`config.mk`:
```
export PLATFORM = sky130hd
export DESIGN_NAME = nice_core
export DESIGN_NICKNAME = d
export VERILOG_FILES = /design/src/hw/nice_pkg.sv /design/src/hw/nice_beat_if.sv /design/src/hw/nice_core.sv /design/src/hw/row_buffer.sv /design/src/hw/rowsum_accumulator.sv /design/src/hw/nice_sequencer.sv /design/src/hw/nice_decode.sv
export SDC_FILE = /design/constraint.sdc
export NUM_CORES = 1
export LEC_CHECK = 0
export ABC_AREA = 1
export BUFFER_PORTS_ARGS = -buffer_cell sky130_fd_sc_hd__buf_2
export CORE_MARGIN = 2
export CORE_UTILIZATION = 25
export CTS_CLUSTER_DIAMETER = 40
export DETAILED_ROUTE_END_ITERATION = 7
export PLACE_DENSITY = 0.46
export SKIP_LAST_GASP = 1
export SYNTH_ARGS = -nofsm -noshare
export SYNTH_HDL_FRONTEND = slang
export SYNTH_SLANG_ARGS = --single-unit
```
`constraint.sdc`:
```
create_clock -name nice_clk -period 3.5 [get_ports nice_clk]
set_input_delay 0.35 -clock nice_clk [delete_from_list [all_inputs] [get_ports nice_clk]]
set_output_delay 0.35 -clock nice_clk [all_outputs]
set_load 0.01 [all_outputs]
```
`src/hw/nice_pkg.sv`:
```
// shared types and custom-3 encodings; the row length is fixed and every access is one word
package nice_pkg;

   ////////////////////////////////////////////////////////////////////////////
   // widths
   ////////////////////////////////////////////////////////////////////////////

   // data word as seen by the core and the memory port
   typedef logic [31:0] xlen_t;

   // byte address on the memory command port
   typedef logic [31:0] addr_t;

   // row buffer index, wide enough to also count to the row length
   typedef logic [1:0] row_idx_t;

   // words per row
   localparam int unsigned ROW_WORDS = 3;

   // byte step between consecutive words
   localparam int unsigned WORD_BYTES = 4;

   ////////////////////////////////////////////////////////////////////////////
   // instruction encodings, R type on custom-3
   ////////////////////////////////////////////////////////////////////////////

   localparam logic [6:0] OPCODE_CUSTOM3 = 7'b1111011;

   // lbuf and sbuf differ only in funct7
   localparam logic [2:0] FUNCT3_BUF    = 3'b010;
   localparam logic [2:0] FUNCT3_ROWSUM = 3'b110;

   localparam logic [6:0] FUNCT7_LBUF   = 7'b0000001;
   localparam logic [6:0] FUNCT7_SBUF   = 7'b0000010;
   localparam logic [6:0] FUNCT7_ROWSUM = 7'b0000110;

   ////////////////////////////////////////////////////////////////////////////
   // enums
   ////////////////////////////////////////////////////////////////////////////

   // decoded operation, op_none also covers "no request"
   typedef enum logic [1:0] {
      op_none,
      op_lbuf,
      op_sbuf,
      op_rowsum
   } nice_op_e;

   // what the accumulator does with a response beat
   typedef enum logic {
      beat_load,
      beat_acc
   } beat_kind_e;

endpackage
```
`src/hw/nice_beat_if.sv`:
```
// memory read beats, one-cycle pulses with no back-pressure; the receiver must take every beat
interface nice_beat_if;
   import nice_pkg::*;

   // one beat per accepted read response
   logic       valid;
   // load into the row or add into it
   beat_kind_e kind;
   // target column
   row_idx_t   idx;
   // word returned by memory
   xlen_t      data;

   // sequencer side drives the beat
   modport seq (output valid, kind, idx, data);

   // accumulator side only listens
   modport acc (input valid, kind, idx, data);

endinterface

```
`src/hw/nice_core.sv`:
```
// one-word accesses only; responses are always taken and must come back in order
module nice_core (
   input  logic            nice_clk,
   input  logic            reset,
   output logic            nice_mem_holdup,
   input  logic            nice_req_valid,
   output logic            nice_req_ready,
   input  nice_pkg::xlen_t nice_req_inst,
   input  nice_pkg::xlen_t nice_req_rs1,
   input  nice_pkg::xlen_t nice_req_rs2,
   output logic            nice_rsp_valid,
   input  logic            nice_rsp_ready,
   output nice_pkg::xlen_t nice_rsp_rdat,
   output logic            nice_rsp_err,
   output logic            nice_icb_cmd_valid,
   input  logic            nice_icb_cmd_ready,
   output nice_pkg::addr_t nice_icb_cmd_addr,
   output logic            nice_icb_cmd_read,
   output nice_pkg::xlen_t nice_icb_cmd_wdata,
   input  logic            nice_icb_rsp_valid,
   input  nice_pkg::xlen_t nice_icb_rsp_rdata,
   input  logic            nice_icb_rsp_err
);
   import nice_pkg::*;

   // nice_req_rs2 stays on the port for the core, no instruction reads it

   nice_op_e op;
   row_idx_t rd_idx;
   xlen_t    rd_data;
   row_idx_t col_idx;
   xlen_t    col_data;
   logic     buf_we;
   row_idx_t buf_idx;
   xlen_t    buf_wdata;
   logic     sum_done;
   xlen_t    row_sum;

   // read beats from sequencer to accumulator
   nice_beat_if beat_bus ();

   ////////////////////////////////////////////////////////////////////////////
   // decode, sequence, accumulate
   ////////////////////////////////////////////////////////////////////////////

   nice_decode u_decode (
      .req_valid (nice_req_valid),
      .req_inst  (nice_req_inst),
      .op        (op)
   );

   // rs1 carries a byte address here
   nice_sequencer u_sequencer (
      .nice_clk      (nice_clk),
      .reset         (reset),
      .op            (op),
      .req_valid     (nice_req_valid),
      .req_rs1       (addr_t'(nice_req_rs1)),
      .req_ready     (nice_req_ready),
      .rsp_valid     (nice_rsp_valid),
      .rsp_ready     (nice_rsp_ready),
      .rsp_rdat      (nice_rsp_rdat),
      .rsp_err       (nice_rsp_err),
      .cmd_valid     (nice_icb_cmd_valid),
      .cmd_ready     (nice_icb_cmd_ready),
      .cmd_addr      (nice_icb_cmd_addr),
      .cmd_read      (nice_icb_cmd_read),
      .cmd_wdata     (nice_icb_cmd_wdata),
      .icb_rsp_valid (nice_icb_rsp_valid),
      .icb_rsp_rdata (nice_icb_rsp_rdata),
      .icb_rsp_err   (nice_icb_rsp_err),
      .mem_holdup    (nice_mem_holdup),
      .beat          (beat_bus.seq),
      .rd_idx        (rd_idx),
      .rd_data       (rd_data),
      .sum_done      (sum_done),
      .row_sum       (row_sum)
   );

   rowsum_accumulator u_accumulator (
      .nice_clk  (nice_clk),
      .reset     (reset),
      .beat      (beat_bus.acc),
      .buf_we    (buf_we),
      .buf_idx   (buf_idx),
      .buf_wdata (buf_wdata),
      .col_idx   (col_idx),
      .col_data  (col_data),
      .sum_done  (sum_done),
      .row_sum   (row_sum)
   );

   // write port owned by the accumulator, store reads by the sequencer
   row_buffer u_row_buffer (
      .nice_clk (nice_clk),
      .reset    (reset),
      .we       (buf_we),
      .wr_idx   (buf_idx),
      .wdata    (buf_wdata),
      .rd_idx   (rd_idx),
      .col_idx  (col_idx),
      .rd_data  (rd_data),
      .col_data (col_data)
   );

endmodule

```
`src/hw/row_buffer.sv`:
```
// indices at or past the row length read as zero and are ignored on write
module row_buffer (
   input  logic               nice_clk,
   input  logic               reset,
   input  logic               we,
   input  nice_pkg::row_idx_t wr_idx,
   input  nice_pkg::xlen_t    wdata,
   input  nice_pkg::row_idx_t rd_idx,
   input  nice_pkg::row_idx_t col_idx,
   output nice_pkg::xlen_t    rd_data,
   output nice_pkg::xlen_t    col_data
);
   import nice_pkg::*;

   xlen_t rows [ROW_WORDS];

   // row starts out zero so a first rowsum adds onto a clean row
   always_ff @(posedge nice_clk) begin
      if (reset) begin
         for (int i = 0; i < ROW_WORDS; i++) begin
            rows[i] <= '0;
         end
      end else if (we && (wr_idx < ROW_WORDS)) begin
         rows[wr_idx] <= wdata;
      end
   end

   // store read port
   assign rd_data  = (rd_idx < ROW_WORDS) ? rows[rd_idx] : '0;

   // column read for the accumulate
   assign col_data = (col_idx < ROW_WORDS) ? rows[col_idx] : '0;

endmodule

```
`src/hw/rowsum_accumulator.sv`:
```
// every beat is registered before use; one row write per beat, sum_done follows the last column
module rowsum_accumulator (
   input  logic               nice_clk,
   input  logic               reset,
   nice_beat_if.acc           beat,
   output logic               buf_we,
   output nice_pkg::row_idx_t buf_idx,
   output nice_pkg::xlen_t    buf_wdata,
   output nice_pkg::row_idx_t col_idx,
   input  nice_pkg::xlen_t    col_data,
   output logic               sum_done,
   output nice_pkg::xlen_t    row_sum
);
   import nice_pkg::*;

   // receive buffer, so the adders start from registers
   logic       rcv_valid;
   beat_kind_e rcv_kind;
   row_idx_t   rcv_idx;
   xlen_t      rcv_data;

   logic       acc_fire;
   xlen_t      col_sum;

   always_ff @(posedge nice_clk) begin
      if (reset) begin
         rcv_valid <= 1'b0;
      end else begin
         rcv_valid <= beat.valid;
      end
   end

   always_ff @(posedge nice_clk) begin
      if (beat.valid) begin
         rcv_kind <= beat.kind;
         rcv_idx  <= beat.idx;
         rcv_data <= beat.data;
      end
   end

   assign acc_fire = rcv_valid && (rcv_kind == beat_acc);

   // column add, wraps at 32 bits
   assign col_idx = rcv_idx;
   assign col_sum = col_data + rcv_data;

   // loads pass straight through, accumulates write back the column sum
   assign buf_we    = rcv_valid;
   assign buf_idx   = rcv_idx;
   assign buf_wdata = acc_fire ? col_sum : rcv_data;

   // row sum restarts on column 0
   always_ff @(posedge nice_clk) begin
      if (reset) begin
         sum_done <= 1'b0;
         row_sum  <= '0;
      end else begin
         sum_done <= acc_fire && (rcv_idx == row_idx_t'(ROW_WORDS - 1));
         if (acc_fire) begin
            row_sum <= (rcv_idx == '0) ? rcv_data : row_sum + rcv_data;
         end
      end
   end

endmodule

```
`src/hw/nice_sequencer.sv`:
```
// memory responses must be in order and no earlier than the cycle after their command
module nice_sequencer (
   input  logic               nice_clk,
   input  logic               reset,
   input  nice_pkg::nice_op_e op,
   input  logic               req_valid,
   input  nice_pkg::addr_t    req_rs1,
   output logic               req_ready,
   output logic               rsp_valid,
   input  logic               rsp_ready,
   output nice_pkg::xlen_t    rsp_rdat,
   output logic               rsp_err,
   output logic               cmd_valid,
   input  logic               cmd_ready,
   output nice_pkg::addr_t    cmd_addr,
   output logic               cmd_read,
   output nice_pkg::xlen_t    cmd_wdata,
   input  logic               icb_rsp_valid,
   input  nice_pkg::xlen_t    icb_rsp_rdata,
   input  logic               icb_rsp_err,
   output logic               mem_holdup,
   nice_beat_if.seq           beat,
   output nice_pkg::row_idx_t rd_idx,
   input  nice_pkg::xlen_t    rd_data,
   input  logic               sum_done,
   input  nice_pkg::xlen_t    row_sum
);
   import nice_pkg::*;

   typedef enum logic [2:0] {
      st_idle,
      st_lbuf,
      st_sbuf,
      st_rowsum,
      st_respond
   } seq_state_e;

   seq_state_e state;
   seq_state_e state_nxt;

   // commands accepted and responses seen in this instruction
   row_idx_t cmd_cnt;
   row_idx_t rsp_cnt;
   // address of the next command after the first
   addr_t    addr_r;
   xlen_t    rdat_r;
   logic     err_r;

   logic is_mem_op;
   logic busy;
   logic req_hsk;
   logic cmd_hsk;
   logic mem_rsp;
   logic last_rsp;
   logic rsp_hsk;

   ////////////////////////////////////////////////////////////////////////////
   // handshakes
   ////////////////////////////////////////////////////////////////////////////

   assign is_mem_op = (op != op_none);
   assign busy      = (state == st_lbuf) || (state == st_sbuf) || (state == st_rowsum);

   // decoded ops wait for the memory port, the first command leaves with the accept
   assign req_ready = (state == st_idle) && (!is_mem_op || cmd_ready);
   assign req_hsk   = req_valid && req_ready;

   assign rsp_valid = (state == st_respond);
   assign rsp_hsk   = rsp_valid && rsp_ready;
   assign rsp_rdat  = rdat_r;
   // sticky over the instruction, stable while in respond
   assign rsp_err   = err_r;

   assign mem_holdup = (state != st_idle);

   ////////////////////////////////////////////////////////////////////////////
   // memory command port
   ////////////////////////////////////////////////////////////////////////////

   // several commands may be in flight, only the count limits issue
   assign cmd_valid = (state == st_idle) ? (req_valid && is_mem_op)
                                         : (busy && (cmd_cnt < ROW_WORDS));
   assign cmd_hsk   = cmd_valid && cmd_ready;
   assign cmd_addr  = (state == st_idle) ? req_rs1 : addr_r;
   assign cmd_read  = (state == st_idle) ? (op != op_sbuf) : (state != st_sbuf);

   // store data comes from the row word at the command count
   assign rd_idx    = cmd_cnt;
   assign cmd_wdata = cmd_read ? '0 : rd_data;

   // responses only count while an instruction is running
   assign mem_rsp  = busy && icb_rsp_valid;
   assign last_rsp = mem_rsp && (rsp_cnt == row_idx_t'(ROW_WORDS - 1));

   // read responses become beats for the accumulator, store acks do not
   assign beat.valid = mem_rsp && (state != st_sbuf);
   assign beat.kind  = (state == st_rowsum) ? beat_acc : beat_load;
   assign beat.idx   = rsp_cnt;
   assign beat.data  = icb_rsp_rdata;

   ////////////////////////////////////////////////////////////////////////////
   // FSM
   ////////////////////////////////////////////////////////////////////////////

   always_comb begin
      state_nxt = state;
      case (state)
         st_idle: begin
            // op_none is taken and dropped, no response
            if (req_hsk) begin
               case (op)
                  op_lbuf:   state_nxt = st_lbuf;
                  op_sbuf:   state_nxt = st_sbuf;
                  op_rowsum: state_nxt = st_rowsum;
                  default:   state_nxt = st_idle;
               endcase
            end
         end
         st_lbuf,
         st_sbuf: begin
            if (last_rsp) begin
               state_nxt = st_respond;
            end
         end
         st_rowsum: begin
            // wait for the last column to be added
            if (sum_done) begin
               state_nxt = st_respond;
            end
         end
         st_respond: begin
            if (rsp_hsk) begin
               state_nxt = st_idle;
            end
         end
         default: state_nxt = st_idle;
      endcase
   end

   always_ff @(posedge nice_clk) begin
      if (reset) begin
         state   <= st_idle;
         cmd_cnt <= '0;
         rsp_cnt <= '0;
         err_r   <= 1'b0;
         rdat_r  <= '0;
      end else begin
         state <= state_nxt;
         if (req_hsk && is_mem_op) begin
            // first command already went out with the accept
            cmd_cnt <= row_idx_t'(1);
            rsp_cnt <= '0;
            err_r   <= 1'b0;
            rdat_r  <= '0;
         end else begin
            if (busy && cmd_hsk) begin
               cmd_cnt <= cmd_cnt + 1'b1;
            end
            if (mem_rsp) begin
               rsp_cnt <= rsp_cnt + 1'b1;
               if (icb_rsp_err) begin
                  err_r <= 1'b1;
               end
            end
            if ((state == st_rowsum) && sum_done) begin
               rdat_r <= row_sum;
            end
            // back to row 0 so the next sbuf stores the first word first
            if (rsp_hsk) begin
               cmd_cnt <= '0;
            end
         end
      end
   end

   // next word address, seeded from rs1 on the first command
   always_ff @(posedge nice_clk) begin
      if (cmd_hsk) begin
         addr_r <= cmd_addr + addr_t'(WORD_BYTES);
      end
   end

endmodule

```
`src/hw/nice_decode.sv`:
```
// purely combinational; anything not an exact custom-3 lbuf/sbuf/rowsum match decodes to op_none
module nice_decode (
   input  logic               req_valid,
   input  nice_pkg::xlen_t    req_inst,
   output nice_pkg::nice_op_e op
);
   import nice_pkg::*;

   logic [6:0] opcode;
   logic [2:0] funct3;
   logic [6:0] funct7;

   // R type field split
   assign opcode = req_inst[6:0];
   assign funct3 = req_inst[14:12];
   assign funct7 = req_inst[31:25];

   // rd, rs1 and rs2 fields are don't care here
   always_comb begin
      op = op_none;
      if (req_valid && (opcode == OPCODE_CUSTOM3)) begin
         if ((funct3 == FUNCT3_BUF) && (funct7 == FUNCT7_LBUF)) begin
            op = op_lbuf;
         end else if ((funct3 == FUNCT3_BUF) && (funct7 == FUNCT7_SBUF)) begin
            op = op_sbuf;
         end else if ((funct3 == FUNCT3_ROWSUM) && (funct7 == FUNCT7_ROWSUM)) begin
            op = op_rowsum;
         end
         // other custom-3 encodings fall through as op_none
      end
   end

endmodule

```
==> impl_metrics.ini, run 1 <==
[pwr]
ir_drop_v = 0.000470
power.switching_w = 0.00738
p_sw_share_pct = 42.2
p_per_area_nw_per_um2 = 774
seqPwrFrac_pct = 24.6
power_leakage_nw = 10.1
power_w = 0.0175
p_int_w = 0.0101
clockPowerShare_pct = 32.3
combPwrFrac_pct = 43.1

[logic_synthesis]
netlist_area_um2 = 17900
async_flop_share_pct = 0
synthCells = 2489
yosys_warnings = 0
synthTopCellsByCount = 648 x nand2_1, 301 x nor2_1, 284 x inv_1, 280 x a21oi_1, 195 x edfxtp_1
yosysMostFrequentCell = nand2_1
yosysTopAreaCell = edfxtp_1
synthFlopType = edfxtp_1
ys_ff_latch = 271
synth-edff-count = 195
synthTopCellsByArea = edfxtp_1 33%, nand2_1 14%, dfxtp_1 8.5%
yosysUniqueCellTypes = 48
avgSynthCellArea_um2 = 7.18
seq_area_frac_synth_pct = 41.3
yosysTopAreaCellShare_pct = 32.8

[finish]
fin_area_um2 = 22600
final_layout_size_suffix_gt1_share_pct = 15.4
num-nets-final = 2958
area_growth_pct = 26.5
finalNonFillerCells = 3758

[global_routing]
grt_overflow_total = 0
antenna_found_initial = 4
grt_usage_pct = 16.8
grt_pass1_wl_mm = 95.9
met1_usage_pct = 21.8
use_met2_pct = 27.8
grt_pass1_vias = 16700
grt_max_degree = 77
busiest_layer = met2
met3_usage_pct = 3.20

[sta]
fin_crit_sh_pct = 94.1
worstMarginPinSlew_ps = 886
relSlewSlack_pct = 41.0
fin_skew_ps = 32.9
period_needed_ps = 3290
finalSetupTns_ps = 0
setup_viol = 0
hold_slack_ps = 36.0
clock.fmax_ghz = 0.304
hold_viol_final = 0
slew_violations = 0

[drt]
wl_per_cell_um = 16.7
vias = 16900
drc = 0
via_per_inst = 4.50
wl_mm = 62.8
firstDrtPassIters = 5
ant_nets = 0
drt-initial-drc-count = 962

[worst_setup_path]
cp-end-kind = register
critPathTopFamily = simple AND/OR/NAND/NOR gates
cp.buffers_inverters = 3
crit_path_cell_trace = inv_1 > buf_4 > a21oi_1 > o21ai_0 > a21oi_1 > ha_1 > nand2_1 > nor2_1 > inv_1 > nor3_1 > nand4_1 > nand3_1 > nand2_1 > nand2_1 > nand2_1 > nand2_1 > nor2_1
cp_max_fo = 8
cp-start-kind = register
cp_common_cell = nand2_1
slowest_stage = dfxtp_1
cp_data_required_time_ps = 3840
critPathKind = reg -> reg
critPathMaxStageDelay_ps = 340
cp.arrival_ps = 3630

[cts]
cts_tree = done
clkTransAtPathRegs_ps = 50
clock_latency_ps = 620
cts_num_sinks = 271
cts_made_buffers = 60
clk_path_buf_depth = 3
cts_max_level = 2
cts-root-buf = clkbuf_16

[placed_design]
place_area_um2 = 20200
io_buffer_count = 189
hpwl_mm = 46.9
dpl.cell_count = 3611
gp_congestion = 0.877

[floorplanning]
dieHeight_um = 271
pin_count = 237
coreArea_um2 = 71100
core.rowCount = 98
die_w_um = 271
dieArea_um2 = 73600
initial_utilization_pct = 25.1

[run_status]
status = finished, final reports clean

[flow_run]
drv_cap = 0

[min_path]
min_path_type = in -> reg
## area by class of cell
cell class	instances	area, um2
Antenna cell	2	5.00
Clock buffer	73	1610
Clock inverter	39	433
Fill cell	7803	48500
Inverter	293	1100
Multi-Input combinational cell	1853	9150
Sequential cell	271	7380
Tap cell	950	1190
Timing Repair Buffer	277	1740
## path summary, 6_finish.rpt
check / from / to / slack, ps / cells past startpoint
max reg2reg: register / u_row_buffer.rows[1][20] / 210 / 17
min reg2reg: u_sequencer.rsp_err / u_sequencer.rsp_err / 450 / 2
max: register / u_row_buffer.rows[1][20] / 210 / 17
min: nice_req_rs1[0] / u_sequencer.addr_r[0] / 40 / 3
## registers in the layout, summed over array words and instances, names as in the netlist, 3 cells and up, named ones only
signal	flops
u_accumulator.rcv_data	32
u_sequencer.addr_r	32
u_sequencer.state	3
u_sequencer.rsp_rdat	32
u_row_buffer.rows	128
u_accumulator.row_sum	32
## cell families after synthesis
family	synth area share (%)
buffers and inverters	8.71
muxes	0.0560
DFF	41.3
AOI/OAI and AO/OA	13.6
xor gates and xnor gates	2.65
other	0.0210
and+or+nand+nor	28.9
adders and majority gates	4.77
## worst register-to-register path, cell delays in order (launching register included)
cell and delay [ps]:
dfxtp_1 340, inv_1 200, buf_4 250, a21oi_1 120
o21ai_0 90, a21oi_1 330, ha_1 270, nand2_1 120
nor2_1 150, inv_1 70, nor3_1 320, nand4_1 140
nand3_1 160, nand2_1 70, nand2_1 60, nand2_1 40
nand2_1 230, nor2_1 70
## metrics by stage
stage | setup slack [ps] | util, %
floorplan | 479 | -
global placement | 232 | 28.4
detailed placement | 226 | 28.4
CTS | 223 | 31.7
global route | -6.20 | 31.8
finish | 208 | 31.8
## routing by layer
metal	up-vias	wire (um)
li1	8698	-
met1	7786	28700
met2	330	29300
met3	100	3030
met4	4	1730
met5	-	27
## power groups by stage
stage                     combinational (W)  clock (W)  sequential [W]
final                               0.00754    0.00566         0.00430
after global routing                0.00845    0.00592         0.00435
after CTS                           0.00754    0.00579         0.00430
after detailed placement            0.00747          0         0.00436
after global placement              0.00748          0         0.00436
after floorplan                     0.00522          0         0.00422
## what timing repair did
item | 4_1_cts | 5_1_grt
hold buffers | 33 | 0
endpoints found under the setup margin | 0 | 29
setup buffers | 0 | 0
hold endpoints to repair | 33 | 0
gates resized for setup | 0 | 15
## layout by cell type (no fill, tap or decap), types with 4 or more instances in the layout
| master | n |
|---|---|
| nor3_2 | 4 |
| a21oi_2 | 8 |
| clkinv_4 | 6 |
| buf_12 | 4 |
| nand2_1 | 646 |
| o21ai_2 | 10 |
| inv_1 | 283 |
| conb_1 | 32 |
| xor2_1 | 35 |
| edfxtp_1 | 195 |
| buf_4 | 51 |
| nand3b_1 | 8 |
| o21bai_1 | 6 |
| nand4_1 | 16 |
| xnor2_1 | 19 |
| nand3_1 | 143 |
| o21ai_0 | 148 |
| buf_2 | 189 |
| nor3_1 | 55 |
| nor2_4 | 7 |
| clkinv_1 | 6 |
| o211ai_1 | 6 |
| clkinv_2 | 9 |
| nor2_2 | 6 |
| clkbuf_1 | 9 |
| o21ai_1 | 9 |
| bufinv_16 | 5 |
| dfxtp_1 | 74 |
| a21oi_1 | 271 |
| a21o_1 | 4 |
| or2_2 | 5 |
| clkinv_8 | 5 |
| clkbuf_16 | 62 |
| nand2_2 | 27 |
| ha_1 | 63 |
| nand2_4 | 4 |
| nor2_1 | 298 |
| inv_2 | 8 |
| inv_6 | 4 |
| dlygate4sd3_1 | 33 |
Note: power is estimated with default switching activity, not from simulation.
==> run 2, diff against run 1 <==
- CORE_MARGIN: 2 -> unset
- clock period: 3.5 -> 3.2 ns (I/O delays scaled with it)
==> run 2 against run 1 <==
Highest routed layer is now met4. Setup slack worse by 40 ps. Critical path depth is 1 lower. Register-to-register slack worse by 40 ps. Count of clock-buffer cells in the layout is 8 lower. First-iteration DRC count is 9.1% higher. Final area is 3.2% higher. Total power is 14% higher. Clock skew hardly changed. Largest cell class unchanged.
==> impl_metrics.ini, run 2 (synthesis gave the netlist of run 1 again) <==
[floorplanning]
pin_count = 237
initial_utilization_pct = 25.4
core.rowCount = 97
dieArea_um2 = 72600
die_w_um = 269
dieHeight_um = 269
coreArea_um2 = 70400

[finish]
final_common_cell = nand2_1
largest_register_ffs = 128
fin_area_um2 = 23300
diodes = 0
final_layout_size_suffix_gt1_share_pct = 19.3
area_growth_pct = 30.5
nFillCells = 7662
num-nets-final = 3037
top_register = u_row_buffer.rows
final_cell_mix = 628 x nand2_1, 294 x nor2_1, 283 x inv_1, 253 x a21oi_1, 195 x edfxtp_1

[worst_setup_path]
cp.arrival_ps = 3370
cp_data_required_time_ps = 3540
cp-end-kind = register
critPathKind = reg -> reg
cp-start-kind = register
cp_max_fo = 23

[drt]
drc = 0
drt-initial-drc-count = 1050
wl_mm = 63.8
ant_nets = 0
wl_per_cell_um = 16.7
firstDrtPassIters = 5
via_per_inst = 4.58
vias = 17500

[cts]
clkTransAtPathRegs_ps = 60
clock_latency_ps = 600
cts-root-buf = clkbuf_16
clk_path_buf_depth = 3
cts_made_buffers = 54
cts_tree = done
cts_num_sinks = 271
cts_max_level = 2

[sta]
clock.fmax_ghz = 0.330
finalSetupTns_ps = 0
hold_viol_final = 0
rsz0062_at_grt = yes
period_needed_ps = 3030
fin_skew_ps = 32.5
relSlewSlack_pct = 20.9
fin_crit_sh_pct = 94.8
slew_violations = 0
setup_viol = 0
worstMarginPinSlew_ps = 1190

[run_status]
status = finished, final reports clean

[flow_run]
drv_cap = 0

[pwr]
power_leakage_nw = 10.4
p_per_area_nw_per_um2 = 857
ir_drop_v = 0.000411

[placed_design]
io_buffer_count = 189
gp_congestion = 0.897
place_area_um2 = 20800
hpwl_mm = 46.9

[global_routing]
grt_pass1_wl_mm = 98.3
antenna_found_initial = 0
grt_usage_pct = 17.2
grt_overflow_total = 0
grt_max_degree = 77
grt_pass1_vias = 17200

[min_path]
min_path_type = in -> reg
==> run 2: cell types whose count changed in the layout (fill, tap and decap cells not counted), moves of 5 or more <==
cell,change
nand2_1,-18
buf_4,+71
o21ai_1,+8
a21oi_2,+18
buf_12,+7
clkbuf_16,-6
nand2_2,+17
o21ai_0,-9
nor2_2,+5
a21oi_1,-18
clkinvlp_4,+6
clkinv_1,-5
==> run 2: final timing paths <==
kind | cells after the start | start | end | slack [ps]
hold reg to reg | 2 | u_sequencer.rsp_err | u_sequencer.rsp_err | 450
hold / removal | 3 | nice_icb_rsp_valid | u_sequencer.rsp_err | 60
setup reg to reg | 16 | register | u_row_buffer.rows[0][28] | 170
setup / recovery | 16 | register | u_row_buffer.rows[0][28] | 170
==> run 2: layout make-up <==
cell class,count,area [um2],area share (%)
Timing Repair Buffer,362,2520,10.8
Multi-Input combinational cell,1853,9290,39.8
Clock inverter,35,440,1.89
Clock buffer,65,1410,6.05
Tap cell,940,1180,5.04
Sequential cell,271,7380,31.6
Inverter,293,1110,4.75
==> run 2: per-layer routing <==
| layer | GRT usage, % | vias to the layer above | wire length (um) |
|---|---|---|---|
| met5 | 0 | - | 0 |
| met4 | 4.83 | 0 | 1390 |
| met3 | 2.69 | 89 | 3240 |
| met2 | 28.0 | 421 | 29000 |
| met1 | 23.6 | 8127 | 30200 |
| li1 | - | 8846 | - |
==> run 2: worst max-delay path, cell delays in order, from the launching register on <==
cell	delay [ps]
dfxtp_4	360
inv_4	140
buf_12	180
buf_4	190
a21oi_1	70
o21ai_0	100
a21oi_2	130
ha_1	400
nand2_1	120
nor2_1	220
nand2_1	120
nor2_1	250
nor2_1	100
nand3_1	80
nand3_1	90
nand2_2	170
nor2_1	50
==> run 2: repair_timing <==
action,CTS,global route
hold buffers,35,0
hold endpoints to repair,35,0
gates cloned,0,2
resized for setup,1,79
buffers inserted,0,1
endpoints found under the setup margin,12,105
pin swaps,0,14
==> run 2: metrics by stage <==
step                util (%)  std cells  power (W)  hold slack [ps]  worst slack (ps)
floorplan                  -       2520     0.0103              419               209
global route            33.1       3819     0.0214             32.2             -34.1
global placement        29.6       3681     0.0139              440             -47.0
finish                  33.1       3819     0.0200             56.8               167
CTS                     32.7       3816     0.0198             10.0              6.59
detailed placement      29.6       3681     0.0139              450             -52.4
==> run 2: report_power, final <==
| part | leakage [nW] | total [W] | internal (W) | switching [W] |
|---|---|---|---|---|
| Sequential | 2.54 | 0.00471 | 0.00438 | 0.000333 |
| Clock | 0.883 | 0.00575 | 0.00374 | 0.00202 |
| Combinational | 7.00 | 0.00953 | 0.00353 | 0.00600 |
